$ cat src/hdl/reward_pkg.sv
/*
 * Reward subsystem package: grid, durations, LED patterns,
 * status and kind enums, and the reward and effect structs.
 */

`default_nettype none

package reward_pkg;

	// playfield is 64 x 64 cells
	localparam int GRID_BITS = 6;

	// effect durations, in clk_4Hz ticks
	localparam int SHIELD_TICKS  = 30;
	localparam int SLOW_TICKS    = 30;
	localparam int RECOVER_TICKS = 10;
	// score bonus ran a step-of-5 counter up to 30
	localparam int BONUS_TICKS   = 6;

	// wide enough for the longest duration
	localparam int TIMER_BITS = 6;

	// LED bars, one nibble per effect
	localparam logic [15:0] LED_SHIELD = 16'b0000_0000_0000_1111;
	localparam logic [15:0] LED_SLOW   = 16'b0000_0000_1111_0000;
	localparam logic [15:0] LED_BONUS  = 16'b0000_1111_0000_0000;

	// any nonzero value works
	localparam logic [15:0] LFSR_SEED = 16'hace1;

	// run keeps the old 2'b10 code
	typedef enum logic [1:0]
	{
		game_idle = 2'b00,
		game_run  = 2'b10,
		game_over = 2'b11
	} game_status_t;

	typedef enum logic [1:0]
	{
		kind_none   = 2'd0,
		kind_shield = 2'd1,
		kind_slow   = 2'd2,
		kind_bonus  = 2'd3
	} reward_kind_t;

	// one reward on the grid
	typedef struct packed
	{
		reward_kind_t         kind;
		logic [GRID_BITS-1:0] x;
		logic [GRID_BITS-1:0] y;
	} reward_item_t;

	// at most one flag is high at a time
	typedef struct packed
	{
		logic shield;
		logic slow;
		logic bonus;
		logic speed_recover;
	} effect_flags_t;

endpackage

`default_nettype wire

$ cat src/hdl/reward_effect.sv
/*
 * Reward effect stage: catches head contact or a switch override,
 * times the active effect and drives effect flags and LEDs.
 */

`timescale 1ns/1ps
`default_nettype none

module reward_effect
(
	input  logic                                clk_4Hz,
	input  logic                                rst_n,
	input  reward_pkg::game_status_t            status,
	input  logic [reward_pkg::GRID_BITS-1:0]    head_x,
	input  logic [reward_pkg::GRID_BITS-1:0]    head_y,
	input  logic [2:0]                          sw,
	input  logic                                slot_valid,
	input  reward_pkg::reward_item_t            slot_item,
	output logic                                eaten,
	output reward_pkg::effect_flags_t           effects,
	output logic [15:0]                         led
);
	import reward_pkg::*;

	typedef enum logic [2:0]
	{
		ph_idle,
		ph_shield,
		ph_slow,
		ph_recover,
		ph_bonus
	} phase_t;

	phase_t                phase;
	phase_t                sw_phase;
	phase_t                hit_phase;
	logic [TIMER_BITS-1:0] timer;
	logic                  head_hit;
	logic                  running;

	// reload value for a phase, one less than its duration
	function automatic logic [TIMER_BITS-1:0] ticks_of(phase_t ph);
		case (ph)
			ph_shield:  return TIMER_BITS'(SHIELD_TICKS - 1);
			ph_slow:    return TIMER_BITS'(SLOW_TICKS - 1);
			ph_recover: return TIMER_BITS'(RECOVER_TICKS - 1);
			ph_bonus:   return TIMER_BITS'(BONUS_TICKS - 1);
			default:    return '0;
		endcase
	endfunction

	assign running = (status == game_run);

	// override needs exactly one switch up
	always_comb
	begin
		case (sw)
			3'b001:  sw_phase = ph_shield;
			3'b010:  sw_phase = ph_slow;
			3'b100:  sw_phase = ph_bonus;
			default: sw_phase = ph_idle;
		endcase
	end

	always_comb
	begin
		case (slot_item.kind)
			kind_shield: hit_phase = ph_shield;
			kind_slow:   hit_phase = ph_slow;
			kind_bonus:  hit_phase = ph_bonus;
			default:     hit_phase = ph_idle;
		endcase
	end

	assign head_hit = slot_valid
		&& (head_x == slot_item.x)
		&& (head_y == slot_item.y)
		&& (hit_phase != ph_idle);

	always_ff @(posedge clk_4Hz)
	begin
		if (!rst_n || !running)
		begin
			phase <= ph_idle;
			timer <= '0;
			eaten <= 1'b0;
		end
		else
		begin
			eaten <= 1'b0;
			if (phase == ph_idle)
			begin
				// switches win over the head and leave the slot alone
				if (sw_phase != ph_idle)
				begin
					phase <= sw_phase;
					timer <= ticks_of(sw_phase);
				end
				else if (head_hit)
				begin
					phase <= hit_phase;
					timer <= ticks_of(hit_phase);
					eaten <= 1'b1;
				end
			end
			else if (timer != '0)
			begin
				timer <= timer - 1'b1;
			end
			else if (phase == ph_slow)
			begin
				// slow hands over to speed recovery on the same edge
				phase <= ph_recover;
				timer <= ticks_of(ph_recover);
			end
			else
			begin
				phase <= ph_idle;
			end
		end
	end

	always_comb
	begin
		effects               = '0;
		led                   = '0;
		case (phase)
			ph_shield:
			begin
				effects.shield = 1'b1;
				led            = LED_SHIELD;
			end
			ph_slow:
			begin
				effects.slow = 1'b1;
				led          = LED_SLOW;
			end
			ph_bonus:
			begin
				effects.bonus = 1'b1;
				led           = LED_BONUS;
			end
			ph_recover: effects.speed_recover = 1'b1;
			default:    effects = '0;
		endcase
	end

endmodule

`default_nettype wire

$ cat src/hdl/reward_logic.sv
/*
 * Reward subsystem top: spawner feeds the slot, the effect stage
 * consumes the pending reward and drives flags and LEDs.
 */

`timescale 1ns/1ps
`default_nettype none

module reward_logic
(
	input  logic                             clk_4Hz,
	input  logic                             rst_n,
	input  reward_pkg::game_status_t         game_status,
	input  logic [reward_pkg::GRID_BITS-1:0] head_x,
	input  logic [reward_pkg::GRID_BITS-1:0] head_y,
	input  logic [2:0]                       sw,
	output reward_pkg::reward_item_t         pending,
	output logic                             reward_ready,
	output reward_pkg::effect_flags_t        effects,
	output logic [15:0]                      led
);
	import reward_pkg::*;

	logic         spawn_strobe;
	reward_item_t spawn_item;
	logic         eaten;

	reward_spawner reward_spawner_i
	(
		.clk_4Hz      (clk_4Hz),
		.rst_n        (rst_n),
		.status       (game_status),
		.slot_valid   (reward_ready),
		.spawn_strobe (spawn_strobe),
		.spawn_item   (spawn_item)
	);

	reward_slot reward_slot_i
	(
		.clk_4Hz      (clk_4Hz),
		.rst_n        (rst_n),
		.status       (game_status),
		.spawn_strobe (spawn_strobe),
		.spawn_item   (spawn_item),
		.eaten        (eaten),
		.valid        (reward_ready),
		.item         (pending)
	);

	reward_effect reward_effect_i
	(
		.clk_4Hz    (clk_4Hz),
		.rst_n      (rst_n),
		.status     (game_status),
		.head_x     (head_x),
		.head_y     (head_y),
		.sw         (sw),
		.slot_valid (reward_ready),
		.slot_item  (pending),
		.eaten      (eaten),
		.effects    (effects),
		.led        (led)
	);

endmodule

`default_nettype wire

$ cat src/hdl/reward_slot.sv
/*
 * Reward slot: one-entry store for the pending reward, loaded by the
 * spawner and emptied when eaten or when play stops.
 */

`timescale 1ns/1ps
`default_nettype none

module reward_slot
(
	input  logic                     clk_4Hz,
	input  logic                     rst_n,
	input  reward_pkg::game_status_t status,
	input  logic                     spawn_strobe,
	input  reward_pkg::reward_item_t spawn_item,
	input  logic                     eaten,
	output logic                     valid,
	output reward_pkg::reward_item_t item
);
	import reward_pkg::*;

	always_ff @(posedge clk_4Hz)
	begin
		if (!rst_n)
		begin
			valid <= 1'b0;
		end
		else if (status != game_run)
		begin
			valid <= 1'b0;
		end
		else if (eaten)
		begin
			valid <= 1'b0;
		end
		else if (spawn_strobe)
		begin
			valid <= 1'b1;
		end
	end

	// pending reads zero until the first spawn,
	// then keeps the last reward while the slot is empty
	always_ff @(posedge clk_4Hz)
	begin
		if (!rst_n)
		begin
			item <= '0;
		end
		else if (spawn_strobe)
		begin
			item <= spawn_item;
		end
	end

endmodule

`default_nettype wire

$ cat src/hdl/reward_spawner.sv
/*
 * Reward spawner: steps a 16-bit Galois LFSR while the game runs and
 * offers a random reward kind and position whenever the slot is empty.
 */

`timescale 1ns/1ps
`default_nettype none

module reward_spawner
(
	input  logic                     clk_4Hz,
	input  logic                     rst_n,
	input  reward_pkg::game_status_t status,
	input  logic                     slot_valid,
	output logic                     spawn_strobe,
	output reward_pkg::reward_item_t spawn_item
);
	import reward_pkg::*;

	// right-shift form of x^16 + x^14 + x^13 + x^11 + 1
	localparam logic [15:0] TAPS = 16'hb400;

	logic [15:0] lfsr;
	logic [15:0] lfsr_next;
	logic        valid_d;
	logic        running;

	assign running = (status == game_run);

	always_comb
	begin
		lfsr_next = {1'b0, lfsr[15:1]};
		if (lfsr[0])
		begin
			lfsr_next = lfsr_next ^ TAPS;
		end
	end

	always_ff @(posedge clk_4Hz)
	begin
		if (!rst_n)
		begin
			lfsr    <= LFSR_SEED;
			valid_d <= 1'b0;
		end
		else
		begin
			// draws only advance during play
			if (running)
			begin
				lfsr <= lfsr_next;
			end
			valid_d <= slot_valid;
		end
	end

	// kind from the top bits, position from two separate fields
	assign spawn_item.kind = reward_kind_t'(lfsr[15:14]);
	assign spawn_item.x    = lfsr[11:6];
	assign spawn_item.y    = lfsr[5:0];

	// valid_d holds off the first empty cycle, so the slot stays
	// empty for at least two cycles between rewards
	// a kind_none draw is simply skipped
	assign spawn_strobe = running
		&& !slot_valid
		&& !valid_d
		&& (spawn_item.kind != kind_none);

endmodule

`default_nettype wire

$ cat config.mk
export PLATFORM = sky130hd
export DESIGN_NAME = reward_logic
export DESIGN_NICKNAME = d
export VERILOG_FILES = /design/src/hdl/reward_pkg.sv /design/src/hdl/reward_effect.sv /design/src/hdl/reward_logic.sv /design/src/hdl/reward_slot.sv /design/src/hdl/reward_spawner.sv
export SDC_FILE = /design/constraint.sdc
export NUM_CORES = 1
export LEC_CHECK = 0
export BUFFER_PORTS_ARGS = -buffer_cell sky130_fd_sc_hd__buf_2
export CORE_UTILIZATION = 48
export DETAILED_ROUTE_END_ITERATION = 7
export PLACE_DENSITY = 0.72
export SLEW_MARGIN = 20
export SYNTH_ARGS = -nofsm -noshare
export SYNTH_HDL_FRONTEND = slang
export SYNTH_SLANG_ARGS = --single-unit
export TNS_END_PERCENT = 1
$ cat constraint.sdc
create_clock -name clk_4Hz -period 1.6 [get_ports clk_4Hz]
set_clock_uncertainty 0.15 [all_clocks]
set_input_delay 0.24 -clock clk_4Hz [delete_from_list [all_inputs] [get_ports clk_4Hz]]
set_output_delay 0.24 -clock clk_4Hz [all_outputs]
set_load 0.02 [all_outputs]
==> summary.md <==
| Metric | Value |
|---|---|
| Slew at the pin closest to its max-slew limit | 0.569 ns |
| Inserted Diodes | 0 |
| DRC | 0 |
| Share of post-route cells with drive strength above 1 | 0.385 |
| PwrDens | 754 nW/um^2 |
| Top cell type's share of synthesized area | 0.361 |
| Initial antenna violation count | 0 |
| Pin count of the biggest net entering global routing | 30 |
| Setup violators final | 21 |
| PortBufs | 49 |
| Synth Area in Simple Gates | 0.234 |
| Status | finished, violations left |
| Leak Pwr | 1.33 nW |
| Synth Area in XOR/XNOR | 0.0746 |
| Most frequent cells after synthesis | nand2_1, dfxtp_1, xnor2_1 |
| DR vias | 1921 |
| Mean routed wirelength per cell | 12.6 microns |
| CTS tree | built |
| Netlist cell types | 50 |
| Core area | 4500 sq um |
| GPL Wtd Cong | 0.807 |
| Top FF cell, synth | dfxtp_1 |
| Die width | 71.7 microns |
| Synth Area in Compound Gates | 0.122 |
| # rows | 24 |
| Final worst slack | -0.154 ns |
| ANT nets after route | 0 |
| RSZ-0062 raised after global routing | true |
| Synth Warn # | 0 |
| Peak Freq | 570 MHz |
| Gr ovfl total | 0 |
| Clock Tree Root | clkbuf_8 |
| Largest family of logic cells by synthesized area | simple AND/OR/NAND/NOR gates |
| WP data arrival | 1.78 ns |
| Mapped Cells | 259 |
| Final Total Pwr | 0.00221 W |
| Fraction of registers with async set/reset | 0 |
| Min Tclk post-route | 1.75 ns |
| Maximum buffer depth of the clock tree | 2 |
| Buf/Inv on CP | 2 |
| CTS Buf Count | 5 |
| Setup Crit Path Kind | register to register |
| Failing checks | setup timing |
| Ports | 54 |
| Vias in the first global route | 1815 |
| Register bit total from synthesis | 42 |
| Count leader, synth | nand2_1 |
| Nature of the critical path startpoint | register |
| First-pass GRT wire length | 7970 microns |
| DRT Wirelength | 4730 microns |
| Nets | 350 |
| Worst slew margin | 0.619 |
| Post-synthesis adder-cell area fraction | 0.0376 |
| Mux share of post-synthesis cell area | 0.0735 |
| Crit-path max cell delay | 0.34 ns |
| Pre-CTS WS | -0.134 ns |
| Area delta synth->final | 25.8% |
| Worst min-delay path class | input pin to register |
| Fin. Hold Viols | 0 |
| Tcrit/Tclk final | 1.10 |
| Post-synth EDFFs | 0 |
| Clk slew on worst S/H paths | 0.08 ns |
| Post-route setup TNS | -1.27 ns |
| Sequential fraction of the synthesis area | 0.361 |
| Max Cap Viol | 0 |
| DIE AREA | 5140 sq um |
| Worst hold margin | 0.0895 ns |
| Highest-delay cell along the critical path | dfxtp_2 |
| Worst-path maximum fanout | 5 |
| Total track usage | 0.195 |
| Worst Path Required | 1.62 ns |
| Dpl hpwl | 3510 microns |
| Clk_lat worst skew | 0.29 ns |
| Initial core utilization | 0.518 |
| Top cells by area, synth | dfxtp_1, nand2_1, mux2i_1 |
| Vias per cell | 5.10 |
| Cell Area, Synth | 2330 sq um |
| Syn_area_per_cell | 9.00 sq um |
| Final Max Tran Viols | 0 |
| Critical path's top delay family | simple AND/OR/NAND/NOR gates |
| Sinks on the clock net | 42 |
| Synth area leader | dfxtp_1 |
| H-tree levels | 2 |
| Crit path capture type | register |
| TritonRoute pass-1 iters | 4 |
| Worst IR Drop VDD | 0.000442 V |
| Die extent in y | 71.7 microns |
| First DRT Iteration DRCs | 94 |
| Critical-path cell list | inv_2 -> ha_2 -> nand3b_1 -> nor4_4 -> buf_4 -> o21ai_4 -> a32o_1 |
[registers in the layout (all words and copies together), names as in the netlist]
register and cells:
reward_effect_i.phase 3, reward_slot_i.item 14, reward_slot_i.valid 1, reward_effect_i.eaten 1
reward_spawner_i.valid_d 1, reward_effect_i.timer 6, reward_spawner_i.lfsr 16
[placed cells by master, fill, tap and decap left out, types with 2 or more instances in the layout]
master    synthesis  layout
conb_1            1       4
inv_2             0       2
o32ai_1           2       2
a21boi_0          9       9
inv_1             5       3
dfxtp_2           0       8
buf_4            15      37
nor3_1            4       4
ha_1              7       6
nor3_2            2       2
o21ai_4           0       2
buf_6             2       3
a21o_1            2       2
a211oi_1          2       2
nor3b_1           5       2
xnor2_2           1       3
nor2_1            8       8
mux2i_1          16      15
xnor2_1          17      15
dfxtp_1          42      34
clkbuf_8          0       5
o211ai_1          4       4
a32o_1            3       3
nor2b_1          15      14
o21ai_0           2       2
and2_1            3       2
a21oi_1           3       3
buf_2             4      45
nand2_1          44      44
nand3_1           7       7
o211a_1           2       2
nor3b_4           0       3
[cells by family (layout without fill, tap and decap cells)]
family / after synthesis / after routing
buffers and inverters: 36 / 99
other: 1 / 4
adders and majority gates: 7 / 7
and+or+nand+nor: 101 / 101
DFF: 42 / 42
AOI/OAI and AO/OA: 36 / 36
muxes: 17 / 17
xor gates and xnor gates: 19 / 19
[timing repair]
item	in CTS	in global routing
setup buffers	0	0
endpoints found under the setup margin	22	26
hold buffers	0	0
pin swaps	7	8
gates resized for setup	5	16
[final timing paths]
check | startpoint | slack, ns | end | depth (start not counted)
max | reward_slot_i.item[12] | -0.15 | reward_effect_i.phase[0] | 7
min | rst_n | 0.09 | reward_slot_i.item[13] | 2
max reg2reg | reward_slot_i.item[12] | -0.15 | reward_effect_i.phase[0] | 7
min reg2reg | reward_effect_i.eaten | 0.25 | reward_slot_i.valid | 1
[power by group]
group / switching (W) / total (W) / internal [W]
Sequential: 0.0000369 / 0.00113 / 0.00109
Clock: 0.000361 / 0.000669 / 0.000308
Combinational: 0.000215 / 0.000417 / 0.000202
[routing by layer]
layer | vias to the layer above | share of wire | GRT usage
met1 | 869 | 0.50 | 0.276
met5 | - | 0 | 0
met3 | 7 | 0.054 | 0.0366
met4 | 0 | 0.012 | 0.0588
li1 | 989 | - | -
met2 | 56 | 0.44 | 0.302
[final cells by class]
class                           instances  area, sq um
Fill cell                             401         1570
Inverter                                5         18.8
Clock inverter                          2         13.8
Tap cell                               52         65.1
Timing Repair Buffer                   86          557
Multi-Input combinational cell        184         1360
Clock buffer                            6         72.6
Sequential cell                        42          851
[metrics by stage]
stage | area (sq um) | cells | util
6_report | 2930 | 377 | 0.651
5_1_grt | 2930 | 377 | 0.651
4_1_cts | 2880 | 377 | 0.640
3_5_place_dp | 2780 | 369 | 0.617
3_3_place_gp | 2780 | 369 | 0.617
2_1_floorplan | 2380 | 262 | -
(Power assumes the default switching activity.)
